File: config.mk
export PLATFORM = sky130hd
export DESIGN_NAME = mem_subsys_top
export DESIGN_NICKNAME = d
export VERILOG_FILES = /design/src/source/mem_subsys_pkg.sv /design/src/source/core_port_adapter.sv /design/src/source/stride_prefetcher.sv /design/src/source/req_arbiter.sv /design/src/source/axil_master.sv /design/src/source/mem_subsys_top.sv
export VERILOG_INCLUDE_DIRS = /design/src /design/src/source
export SDC_FILE = /design/constraint.sdc
export NUM_CORES = 1
export LEC_CHECK = 0
export ABC_AREA = 1
export BUFFER_PORTS_ARGS = -buffer_cell sky130_fd_sc_hd__buf_4
export CELL_PAD_IN_SITES_DETAIL_PLACEMENT = 1
export CELL_PAD_IN_SITES_GLOBAL_PLACEMENT = 1
export CORE_ASPECT_RATIO = 0.9
export CORE_MARGIN = 5
export CORE_UTILIZATION = 42
export CTS_BUF_LIST = sky130_fd_sc_hd__clkbuf_16
export CTS_CLUSTER_DIAMETER = 60
export CTS_CLUSTER_SIZE = 10
export DETAILED_ROUTE_END_ITERATION = 12
export PLACE_DENSITY = 0.82
export SYNTH_ARGS = -nofsm -noshare
export SYNTH_HDL_FRONTEND = slang
export SYNTH_SLANG_ARGS = --single-unit
File: constraint.sdc
create_clock -name clk_i -period 11.5 [get_ports clk_i]
set_clock_uncertainty 0.15 [all_clocks]
set_input_delay 0.575 -clock clk_i [delete_from_list [all_inputs] [get_ports clk_i]]
set_output_delay 0.575 -clock clk_i [all_outputs]
set_load 0.01 [all_outputs]
File: src/source/mem_subsys_config.svh
`ifndef MEM_SUBSYS_CONFIG_SVH
`define MEM_SUBSYS_CONFIG_SVH

// Memory port widths
`define MS_ADDR_W 32
`define MS_DATA_W 32
`define MS_STRB_W 4

// Prefetch count field
`define MS_PF_CNT_W 4

// Load, store and prefetcher
`define MS_NUM_SRC 3

`endif

File: src/source/mem_subsys_pkg.sv
`include "mem_subsys_config.svh"

package mem_subsys_pkg;

  typedef enum logic {
    OP_READ,
    OP_WRITE
  } mem_op_e;

  // Requester identity, also the arbiter port index
  typedef enum logic [1:0] {
    SRC_LOAD,
    SRC_STORE,
    SRC_PF
  } src_e;

  typedef struct packed {
    mem_op_e                 op;
    logic [`MS_ADDR_W-1:0]   addr;
    logic [`MS_DATA_W-1:0]   wdata;
    logic [`MS_STRB_W-1:0]   wstrb;
  } mem_req_t;

  typedef struct packed {
    logic [`MS_DATA_W-1:0] rdata;
    logic                  err;
  } mem_rsp_t;

  // Master to slave
  typedef struct packed {
    logic                  aw_valid;
    logic [`MS_ADDR_W-1:0] aw_addr;
    logic                  w_valid;
    logic [`MS_DATA_W-1:0] w_data;
    logic [`MS_STRB_W-1:0] w_strb;
    logic                  b_ready;
    logic                  ar_valid;
    logic [`MS_ADDR_W-1:0] ar_addr;
    logic                  r_ready;
  } axil_req_t;

  // Slave to master
  typedef struct packed {
    logic                  aw_ready;
    logic                  w_ready;
    logic                  b_valid;
    logic [1:0]            b_resp;
    logic                  ar_ready;
    logic                  r_valid;
    logic [`MS_DATA_W-1:0] r_data;
    logic [1:0]            r_resp;
  } axil_rsp_t;

  typedef struct packed {
    logic [`MS_ADDR_W-1:0]   base;
    logic [`MS_ADDR_W-1:0]   stride;
    logic [`MS_PF_CNT_W-1:0] count;
  } pf_cfg_t;

  typedef enum logic [1:0] {
    PF_IDLE,
    PF_ARMED,
    PF_RUN
  } pf_state_e;

  typedef enum logic [1:0] {
    AX_IDLE,
    AX_WRITE,
    AX_READ,
    AX_RESP
  } axil_state_e;

endpackage

File: src/source/core_port_adapter.sv
`timescale 1ns/1ns

module core_port_adapter (
  input  logic                    clk_i,
  input  logic                    rst_ni,
  // Core side
  input  logic                    req_valid_i,
  output logic                    req_ready_o,
  input  mem_subsys_pkg::mem_req_t req_i,
  output logic                    rsp_valid_o,
  output mem_subsys_pkg::mem_rsp_t rsp_o,
  // Arbiter side
  output logic                    arb_valid_o,
  output mem_subsys_pkg::mem_req_t arb_req_o,
  input  logic                    arb_grant_i,
  input  logic                    arb_rsp_valid_i,
  input  mem_subsys_pkg::mem_rsp_t arb_rsp_i
);

  import mem_subsys_pkg::*;

  logic     full_q;
  logic     granted_q;
  mem_req_t req_q;

  // One request per port, held until its response
  assign req_ready_o = !full_q;
  assign arb_valid_o = full_q && !granted_q;
  assign arb_req_o   = req_q;

  assign rsp_valid_o = arb_rsp_valid_i && granted_q;
  assign rsp_o       = arb_rsp_i;

  always_ff @(posedge clk_i or negedge rst_ni) begin
    if (!rst_ni) begin
      full_q    <= 1'b0;
      granted_q <= 1'b0;
    end else begin
      if (req_valid_i && req_ready_o) begin
        full_q <= 1'b1;
      end
      if (arb_grant_i) begin
        granted_q <= 1'b1;
      end
      // Port frees up with the response pulse
      if (rsp_valid_o) begin
        full_q    <= 1'b0;
        granted_q <= 1'b0;
      end
    end
  end

  always_ff @(posedge clk_i) begin
    if (req_valid_i && req_ready_o) begin
      req_q <= req_i;
    end
  end

endmodule

File: src/source/stride_prefetcher.sv
`timescale 1ns/1ns
`include "mem_subsys_config.svh"

module stride_prefetcher (
  input  logic                     clk_i,
  input  logic                     rst_ni,
  // Configuration
  input  logic                     cfg_set_i,
  input  mem_subsys_pkg::pf_cfg_t  cfg_i,
  output mem_subsys_pkg::pf_cfg_t  cfg_o,
  // Accepted loads
  input  logic                     snoop_valid_i,
  input  logic [`MS_ADDR_W-1:0]    snoop_addr_i,
  // Arbiter side
  output logic                     arb_valid_o,
  output mem_subsys_pkg::mem_req_t arb_req_o,
  input  logic                     arb_grant_i,
  input  logic                     arb_rsp_valid_i,
  // Status
  output logic                     busy_o,
  output logic [7:0]               issued_o
);

  import mem_subsys_pkg::*;

  pf_state_e               state_q;
  pf_cfg_t                 cfg_q;
  logic [`MS_ADDR_W-1:0]   addr_q;
  logic [`MS_PF_CNT_W-1:0] remain_q;
  logic                    valid_q;
  logic [7:0]              issued_q;
  logic                    trigger;

  assign trigger = (state_q == PF_ARMED) && snoop_valid_i &&
                   (snoop_addr_i == cfg_q.base) && (cfg_q.count != '0);

  assign cfg_o       = cfg_q;
  assign busy_o      = (state_q == PF_RUN);
  assign issued_o    = issued_q;
  assign arb_valid_o = valid_q;

  // Prefetches are plain reads, data is dropped
  assign arb_req_o.op    = OP_READ;
  assign arb_req_o.addr  = addr_q;
  assign arb_req_o.wdata = '0;
  assign arb_req_o.wstrb = '0;

  always_ff @(posedge clk_i or negedge rst_ni) begin
    if (!rst_ni) begin
      state_q  <= PF_IDLE;
      cfg_q    <= '0;
      addr_q   <= '0;
      remain_q <= '0;
      valid_q  <= 1'b0;
      issued_q <= '0;
    end else begin
      if (arb_grant_i) begin
        valid_q <= 1'b0;
      end
      if (arb_rsp_valid_i) begin
        issued_q <= issued_q + 8'd1;
      end
      if (cfg_set_i) begin
        cfg_q   <= cfg_i;
        state_q <= PF_ARMED;
        valid_q <= 1'b0;
      end else begin
        case (state_q)
          PF_ARMED: begin
            if (trigger) begin
              state_q  <= PF_RUN;
              addr_q   <= cfg_q.base + cfg_q.stride;
              remain_q <= cfg_q.count;
              valid_q  <= 1'b1;
            end
          end
          PF_RUN: begin
            // Next step only after the previous read returns
            if (arb_rsp_valid_i) begin
              if (remain_q == `MS_PF_CNT_W'(1)) begin
                state_q <= PF_ARMED;
              end else begin
                addr_q   <= addr_q + cfg_q.stride;
                remain_q <= remain_q - `MS_PF_CNT_W'(1);
                valid_q  <= 1'b1;
              end
            end
          end
          default: begin
            state_q <= state_q;
          end
        endcase
      end
    end
  end

endmodule

File: src/source/req_arbiter.sv
`timescale 1ns/1ns
`include "mem_subsys_config.svh"

module req_arbiter (
  input  logic                                            clk_i,
  input  logic                                            rst_ni,
  // Requesters
  input  logic [`MS_NUM_SRC-1:0]                          src_valid_i,
  input  mem_subsys_pkg::mem_req_t [`MS_NUM_SRC-1:0]      src_req_i,
  output logic [`MS_NUM_SRC-1:0]                          src_grant_o,
  output logic [`MS_NUM_SRC-1:0]                          src_rsp_valid_o,
  output mem_subsys_pkg::mem_rsp_t                        src_rsp_o,
  // Master side
  output logic                                            mst_valid_o,
  output mem_subsys_pkg::mem_req_t                        mst_req_o,
  input  logic                                            mst_accept_i,
  input  logic                                            mst_done_i,
  input  mem_subsys_pkg::mem_rsp_t                        mst_rsp_i
);

  import mem_subsys_pkg::*;

  logic busy_q;
  src_e last_q;
  src_e owner_q;
  src_e sel;
  logic take;

  // Round-robin search starting after the last grant
  always_comb begin : rr_pick
    int   idx;
    logic found;
    sel   = last_q;
    found = 1'b0;
    for (int k = 1; k <= `MS_NUM_SRC; k++) begin
      idx = (int'(last_q) + k) % `MS_NUM_SRC;
      if (!found && src_valid_i[idx]) begin
        found = 1'b1;
        sel   = src_e'(idx);
      end
    end
  end

  // Single transaction in flight
  assign mst_valid_o = !busy_q && (|src_valid_i);
  assign mst_req_o   = src_req_i[sel];
  assign take        = mst_valid_o && mst_accept_i;

  always_comb begin
    src_grant_o = '0;
    if (take) begin
      src_grant_o[sel] = 1'b1;
    end
    src_rsp_valid_o = '0;
    if (mst_done_i) begin
      src_rsp_valid_o[owner_q] = 1'b1;
    end
  end

  assign src_rsp_o = mst_rsp_i;

  always_ff @(posedge clk_i or negedge rst_ni) begin
    if (!rst_ni) begin
      busy_q  <= 1'b0;
      last_q  <= SRC_PF;
      owner_q <= SRC_LOAD;
    end else begin
      if (take) begin
        busy_q  <= 1'b1;
        last_q  <= sel;
        owner_q <= sel;
      end else if (mst_done_i) begin
        busy_q <= 1'b0;
      end
    end
  end

endmodule

File: src/source/axil_master.sv
`timescale 1ns/1ns

module axil_master (
  input  logic                      clk_i,
  input  logic                      rst_ni,
  // Request from the arbiter
  input  logic                      req_valid_i,
  input  mem_subsys_pkg::mem_req_t  req_i,
  output logic                      accept_o,
  output logic                      done_o,
  output mem_subsys_pkg::mem_rsp_t  rsp_o,
  // AXI4-Lite port
  output mem_subsys_pkg::axil_req_t axil_o,
  input  mem_subsys_pkg::axil_rsp_t axil_i
);

  import mem_subsys_pkg::*;

  axil_state_e state_q;
  mem_req_t    req_q;
  mem_rsp_t    rsp_q;
  logic        aw_done_q;
  logic        w_done_q;
  logic        ar_done_q;
  logic        done_q;
  logic        aw_hs;
  logic        w_hs;
  logic        b_hs;
  logic        ar_hs;
  logic        r_hs;

  assign accept_o = (state_q == AX_IDLE) && req_valid_i;
  assign done_o   = done_q;
  assign rsp_o    = rsp_q;

  always_comb begin
    axil_o          = '0;
    // AW and W go out together, each drops on its own ready
    axil_o.aw_valid = (state_q == AX_WRITE) && !aw_done_q;
    axil_o.aw_addr  = req_q.addr;
    axil_o.w_valid  = (state_q == AX_WRITE) && !w_done_q;
    axil_o.w_data   = req_q.wdata;
    axil_o.w_strb   = req_q.wstrb;
    axil_o.b_ready  = (state_q == AX_WRITE) || (state_q == AX_RESP);
    axil_o.ar_valid = (state_q == AX_READ) && !ar_done_q;
    axil_o.ar_addr  = req_q.addr;
    axil_o.r_ready  = (state_q == AX_READ);
  end

  assign aw_hs = axil_o.aw_valid && axil_i.aw_ready;
  assign w_hs  = axil_o.w_valid && axil_i.w_ready;
  assign b_hs  = (state_q == AX_RESP) && axil_i.b_valid;
  assign ar_hs = axil_o.ar_valid && axil_i.ar_ready;
  assign r_hs  = axil_o.r_ready && axil_i.r_valid;

  always_ff @(posedge clk_i or negedge rst_ni) begin
    if (!rst_ni) begin
      state_q   <= AX_IDLE;
      aw_done_q <= 1'b0;
      w_done_q  <= 1'b0;
      ar_done_q <= 1'b0;
      done_q    <= 1'b0;
    end else begin
      done_q <= 1'b0;
      case (state_q)
        AX_IDLE: begin
          if (accept_o) begin
            state_q   <= (req_i.op == OP_WRITE) ? AX_WRITE : AX_READ;
            aw_done_q <= 1'b0;
            w_done_q  <= 1'b0;
            ar_done_q <= 1'b0;
          end
        end
        AX_WRITE: begin
          if (aw_hs) begin
            aw_done_q <= 1'b1;
          end
          if (w_hs) begin
            w_done_q <= 1'b1;
          end
          if ((aw_done_q || aw_hs) && (w_done_q || w_hs)) begin
            state_q <= AX_RESP;
          end
        end
        AX_RESP: begin
          if (b_hs) begin
            state_q <= AX_IDLE;
            done_q  <= 1'b1;
          end
        end
        AX_READ: begin
          if (ar_hs) begin
            ar_done_q <= 1'b1;
          end
          if (r_hs) begin
            state_q <= AX_IDLE;
            done_q  <= 1'b1;
          end
        end
        default: begin
          state_q <= AX_IDLE;
        end
      endcase
    end
  end

  // Any nonzero response code is an error
  always_ff @(posedge clk_i) begin
    if (accept_o) begin
      req_q <= req_i;
    end
    if (b_hs) begin
      rsp_q.rdata <= '0;
      rsp_q.err   <= |axil_i.b_resp;
    end else if (r_hs) begin
      rsp_q.rdata <= axil_i.r_data;
      rsp_q.err   <= |axil_i.r_resp;
    end
  end

endmodule

File: src/source/mem_subsys_top.sv
`timescale 1ns/1ns

module mem_subsys_top (
  input  logic                      clk_i,
  input  logic                      rst_ni,
  // Core load port
  input  logic                      ld_req_valid_i,
  output logic                      ld_req_ready_o,
  input  mem_subsys_pkg::mem_req_t  ld_req_i,
  output logic                      ld_rsp_valid_o,
  output mem_subsys_pkg::mem_rsp_t  ld_rsp_o,
  // Core store port
  input  logic                      st_req_valid_i,
  output logic                      st_req_ready_o,
  input  mem_subsys_pkg::mem_req_t  st_req_i,
  output logic                      st_rsp_valid_o,
  output mem_subsys_pkg::mem_rsp_t  st_rsp_o,
  // Prefetcher control
  input  logic                      pf_cfg_set_i,
  input  mem_subsys_pkg::pf_cfg_t   pf_cfg_i,
  output mem_subsys_pkg::pf_cfg_t   pf_cfg_o,
  output logic                      pf_busy_o,
  output logic [7:0]                pf_issued_o,
  // Memory
  output mem_subsys_pkg::axil_req_t axil_o,
  input  mem_subsys_pkg::axil_rsp_t axil_i
);

  import mem_subsys_pkg::*;

  logic     ld_valid, st_valid, pf_valid;
  logic     ld_grant, st_grant, pf_grant;
  logic     ld_rsp_valid, st_rsp_valid, pf_rsp_valid;
  mem_req_t ld_req, st_req, pf_req;
  mem_rsp_t arb_rsp;
  logic     mst_valid, mst_accept, mst_done;
  mem_req_t mst_req;
  mem_rsp_t mst_rsp;

  core_port_adapter u_ld_port (
    .clk_i, .rst_ni,
    .req_valid_i(ld_req_valid_i), .req_ready_o(ld_req_ready_o), .req_i(ld_req_i),
    .rsp_valid_o(ld_rsp_valid_o), .rsp_o(ld_rsp_o),
    .arb_valid_o(ld_valid), .arb_req_o(ld_req), .arb_grant_i(ld_grant),
    .arb_rsp_valid_i(ld_rsp_valid), .arb_rsp_i(arb_rsp)
  );

  core_port_adapter u_st_port (
    .clk_i, .rst_ni,
    .req_valid_i(st_req_valid_i), .req_ready_o(st_req_ready_o), .req_i(st_req_i),
    .rsp_valid_o(st_rsp_valid_o), .rsp_o(st_rsp_o),
    .arb_valid_o(st_valid), .arb_req_o(st_req), .arb_grant_i(st_grant),
    .arb_rsp_valid_i(st_rsp_valid), .arb_rsp_i(arb_rsp)
  );

  // Snoops granted loads on the load port
  stride_prefetcher u_pf (
    .clk_i, .rst_ni,
    .cfg_set_i(pf_cfg_set_i), .cfg_i(pf_cfg_i), .cfg_o(pf_cfg_o),
    .snoop_valid_i(ld_grant), .snoop_addr_i(ld_req.addr),
    .arb_valid_o(pf_valid), .arb_req_o(pf_req), .arb_grant_i(pf_grant),
    .arb_rsp_valid_i(pf_rsp_valid), .busy_o(pf_busy_o), .issued_o(pf_issued_o)
  );

  req_arbiter u_arb (
    .clk_i, .rst_ni,
    .src_valid_i({pf_valid, st_valid, ld_valid}),
    .src_req_i({pf_req, st_req, ld_req}),
    .src_grant_o({pf_grant, st_grant, ld_grant}),
    .src_rsp_valid_o({pf_rsp_valid, st_rsp_valid, ld_rsp_valid}),
    .src_rsp_o(arb_rsp),
    .mst_valid_o(mst_valid), .mst_req_o(mst_req), .mst_accept_i(mst_accept),
    .mst_done_i(mst_done), .mst_rsp_i(mst_rsp)
  );

  axil_master u_axil (
    .clk_i, .rst_ni,
    .req_valid_i(mst_valid), .req_i(mst_req), .accept_o(mst_accept),
    .done_o(mst_done), .rsp_o(mst_rsp),
    .axil_o(axil_o), .axil_i(axil_i)
  );

endmodule

==> flow_metrics.py <==
metrics = {
    "place": {
        "routabilityCongestion": 0.954,
        "place_ws_ns": 7.48,
        "port-buffer-count": 503,
        "hpwlAfterDp_um": 49400,
    },
    "route": {
        "avgViaCountPerCell": 5.34,
        "num_vias": 14100,
        "avgRoutedWirePerCell_um": 24.7,
        "wl_um": 65100,
        "drc": 0,
        "initialDrtViolationCount": 979,
        "antenna_left": 0,
        "dr.pass1.iters": 5,
    },
    "yosys": {
        "synth-xor-area-share_pct": 2.64,
        "synth.top_cell.area_share_pct": 37.4,
        "yosys.area.top_type": "edfxtp_1",
        "synth_top_family_by_area": "simple AND/OR/NAND/NOR gates",
        "synthCells": 1640,
        "syn_avg_cell_area_um2": 10.1,
        "synthAdderAreaFrac_pct": 3.13,
        "async_reset_ff_share_pct": 35.1,
        "synth_area_leaders": "edfxtp_1 (37%), dfrtp_1 (19%), nand2_1 (9.9%), dfxtp_1 (3.9%), o21ai_0 (3.6%)",
        "ys_ff_latch": 368,
        "synth-edff-count": 207,
        "synth-simple-area-share_pct": 14.9,
        "synth_mux_area_share_pct": 0,
        "netlist_area_um2": 16600,
        "syn_nets": 1933,
        "synth-compound-area-share_pct": 11.2,
        "synth_flop_cell": "edfxtp_1",
        "ys_seq_area_share_pct": 60.7,
        "ys_warn_count": 0,
        "synth.distinct_cells": 42,
    },
    "sta": {
        "hold_viol_final": 0,
        "finalMaxSlewViolations": 0,
        "rsz0062_at_grt": "no",
        "setup_tns_ns": 0,
        "setup_viol": 0,
        "fmax_mhz": 240,
        "tightest_slew_ns": 1.15,
        "fin_crit_ns": 4.17,
        "relSlewSlack_pct": 23.2,
        "period_share_pct": 36.3,
        "final.setup.worst_slack_ns": 7.33,
    },
    "power_and_ir_drop": {
        "irDropWorstVdd_mv": 0.238,
        "p_comb_share_pct": 43.4,
        "p_clk_share_pct": 20.7,
        "switching_power_mw": 2.52,
        "leakagePower_nw": 9.85,
        "switching_share_pct": 40.8,
        "power.internal_mw": 3.66,
        "cellPowerDensity_nw_per_um2": 284,
        "power_frac_seq_pct": 35.9,
    },
    "clock_network": {
        "cts_resized": 0,
        "cts_buffers": 44,
        "clock_sink_count": 368,
        "clk_latency_ns": 0.58,
        "htree_levels": 2,
        "clkTransAtPathRegs_ns": 0.06,
        "cts_buffer_depth": 3,
        "cts_tree": "built",
        "cts_root_buffer": "clkbuf_16",
        "post_cts_buffers": 0,
    },
    "setup_path": {
        "worstPathMaxFanout": 75,
        "crit_type": "reg2reg",
        "crit_family": "compound AO/OA/AOI/OAI gates",
        "cp_slowest_stage_delay_ns": 0.54,
        "crit_chain": "inv_1, ha_2, buf_4, nand2_1, o21ai_0, ha_1, inv_1, fa_1, o21ai_0, a21boi_0, o21ai_0, nand2_1, nand2_1, nand2_1, nand2_1, xnor2_1, o21ai_1",
        "crit_buf_inv": 3,
        "crit_slowest_cell": "buf_4",
        "worst_path_most_repeated_cell": "nand2_1",
        "worst_ep_arrival_time_ns": 4.45,
        "cp-end-kind": "flop",
        "critPathLaunchType": "flop",
        "cp_data_required_time_ns": 11.77,
    },
    "grt": {
        "overflow": 0,
        "antenna_found_initial": 8,
        "grt.total_usage_pct": 28.3,
        "grt_pass1_vias": 14900,
        "grt_pass1_wl_um": 92600,
        "grt_max_degree": 76,
    },
    "cells_and_area": {
        "final_common_cell": "buf_4",
        "nNetsFinal": 2369,
        "area_growth_pct": 30.8,
        "final_cell_mix": "buf_4 (514), nand2_1 (440), edfxtp_1 (207)",
        "nFillCells": 4428,
        "layout-drive-gt1-share_pct": 28.0,
    },
    "floorplan": {
        "start_util_pct": 42.3,
        "die_area_um2": 43600,
        "die_w_um": 220,
        "coreArea_um2": 39300,
        "core.rowCount": 69,
        "die_height_um": 199,
        "ios": 504,
    },
    "outcome": {
        "outcome": "completed",
    },
    "hold_path": {
        "min_path_type": "in2reg",
    },
    "run": {
        "maxCapViolCount": 0,
    },
}
[synth_stat cells, drive strengths merged (6+ instances only)]
| cell | instances |
|---|---|
| a21oi | 86 |
| a22o | 39 |
| a22oi | 7 |
| buf | 84 |
| clkbuf | 42 |
| dfrtp | 128 |
| dfxtp | 32 |
| edfxtp | 207 |
| ha | 40 |
| inv | 126 |
| nand2 | 443 |
| nand3 | 75 |
| nand4 | 11 |
| nor2 | 66 |
| nor3 | 12 |
| nor4 | 6 |
| o211ai | 20 |
| o21ai | 145 |
| xnor2 | 15 |
| xor2 | 35 |
[timing repair]
item / 4_1_cts / 5_1_grt
endpoints found under the hold margin: 63 / 0
hold buffers: 1 / 0
setup endpoints to repair: 0 / 0
[state kept, by name, summed over array words and instances (netlist names)]
register,count
u_arb.busy_q,1
u_arb.last_q,1
u_arb.owner_q,2
u_axil.ar_done_q,1
u_axil.aw_done_q,1
u_axil.axil_o,68
u_axil.done_o,1
u_axil.rsp_o,33
u_axil.state_q,2
u_axil.w_done_q,1
u_ld_port.arb_req_o,69
u_ld_port.full_q,1
u_ld_port.granted_q,1
u_pf.addr_q,32
u_pf.arb_valid_o,1
u_pf.cfg_o,68
u_pf.issued_o,8
u_pf.remain_q,4
u_pf.state_q,2
u_st_port.arb_req_o,69
u_st_port.full_q,1
u_st_port.granted_q,1
[through the flow]
stage | util (%) | area, µm² | hold WS [ns] | total power, mW | std cells
3_5_place_dp | 52.0 | 20400 | 0.311 | 4.92 | 2561
4_1_cts | 55.3 | 21700 | 0.0000412 | 6.21 | 2631
5_1_grt | 55.3 | 21700 | 0.00426 | 6.51 | 2637
3_3_place_gp | 52.0 | 20400 | 0.294 | 4.77 | 2561
6_report | 55.3 | 21700 | 0.0233 | 6.18 | 2637
2_1_floorplan | - | 16600 | 0.129 | 3.80 | 1640
[worst paths after layout]
path / startpoint / to / slack (ns) / cells past startpoint
max: u_pf.state_q[0]$_DFFE_PN0P_ / u_pf.addr_q[20]$_DFFE_PN0P_ / 7.33 / 17
min: st_req_i[38] / u_st_port.arb_req_o[38]$_DFFE_PP_ / 0.02 / 1
max reg2reg: u_pf.state_q[0]$_DFFE_PN0P_ / u_pf.addr_q[20]$_DFFE_PN0P_ / 7.33 / 17
min reg2reg: u_axil.done_o$_DFF_PN0_ / u_arb.busy_q$_DFFE_PN0P_ / 0.33 / 1
max in group asynchronous: rst_ni / u_axil.state_q[1]$_DFFE_PN0P_ / 9.35 / 3
min in group asynchronous: rst_ni / u_pf.cfg_o[9]$_DFFE_PN0P_ / 0.42 / 2
[worst reg2reg max path, stage by stage, from the launching register on]
cell      delay [ns]
dfrtp_1         0.40
inv_1           0.07
ha_2            0.16
buf_4           0.54
nand2_1         0.21
o21ai_0         0.12
ha_1            0.19
inv_1           0.06
fa_1            0.41
o21ai_0         0.36
a21boi_0        0.24
o21ai_0         0.44
nand2_1         0.10
nand2_1         0.20
nand2_1         0.10
nand2_1         0.10
xnor2_1         0.12
o21ai_1         0.08
[cell type report]
class                      instances  area, µm²  area share [%]
antenna                            6       15.0          0.0691
clock buffer                      45       1130            5.18
clock inverter                    24        163           0.748
inverter                         127        477            2.19
multi-input combinational       1019       5320            24.5
sequential                       368      10100            46.4
tap                              532        666            3.06
timing repair buffer             516       3880            17.9
[power groups by stage]
stage,logic [mW],clock network [mW],registers (mW)
floorplan,1.60,0,2.20
global placement,2.56,0,2.22
detailed placement,2.69,0,2.23
CTS,2.70,1.30,2.22
global route,2.91,1.36,2.25
finish,2.68,1.28,2.22
[cell families (layout without fill, tap and decap cells)]
group / Yosys count / after routing
buffers and inverters: 253 / 712
other: 0 / 6
adders and majority gates: 41 / 41
xor gates and xnor gates: 50 / 50
DFF: 368 / 368
and+or+nand+nor: 613 / 613
AOI/OAI and AO/OA: 315 / 315
[per-layer routing]
| layer | wire, µm | GRT usage (%) | up-vias |
|---|---|---|---|
| met4 | 2220 | 10.5 | 2 |
| met2 | 32900 | 49.4 | 598 |
| met1 | 24900 | 34.1 | 6980 |
| met3 | 5070 | 7.09 | 118 |
| li1 | - | - | 6373 |
| met5 | 11 | 0 | - |
Power figures use the tool's default switching activity.
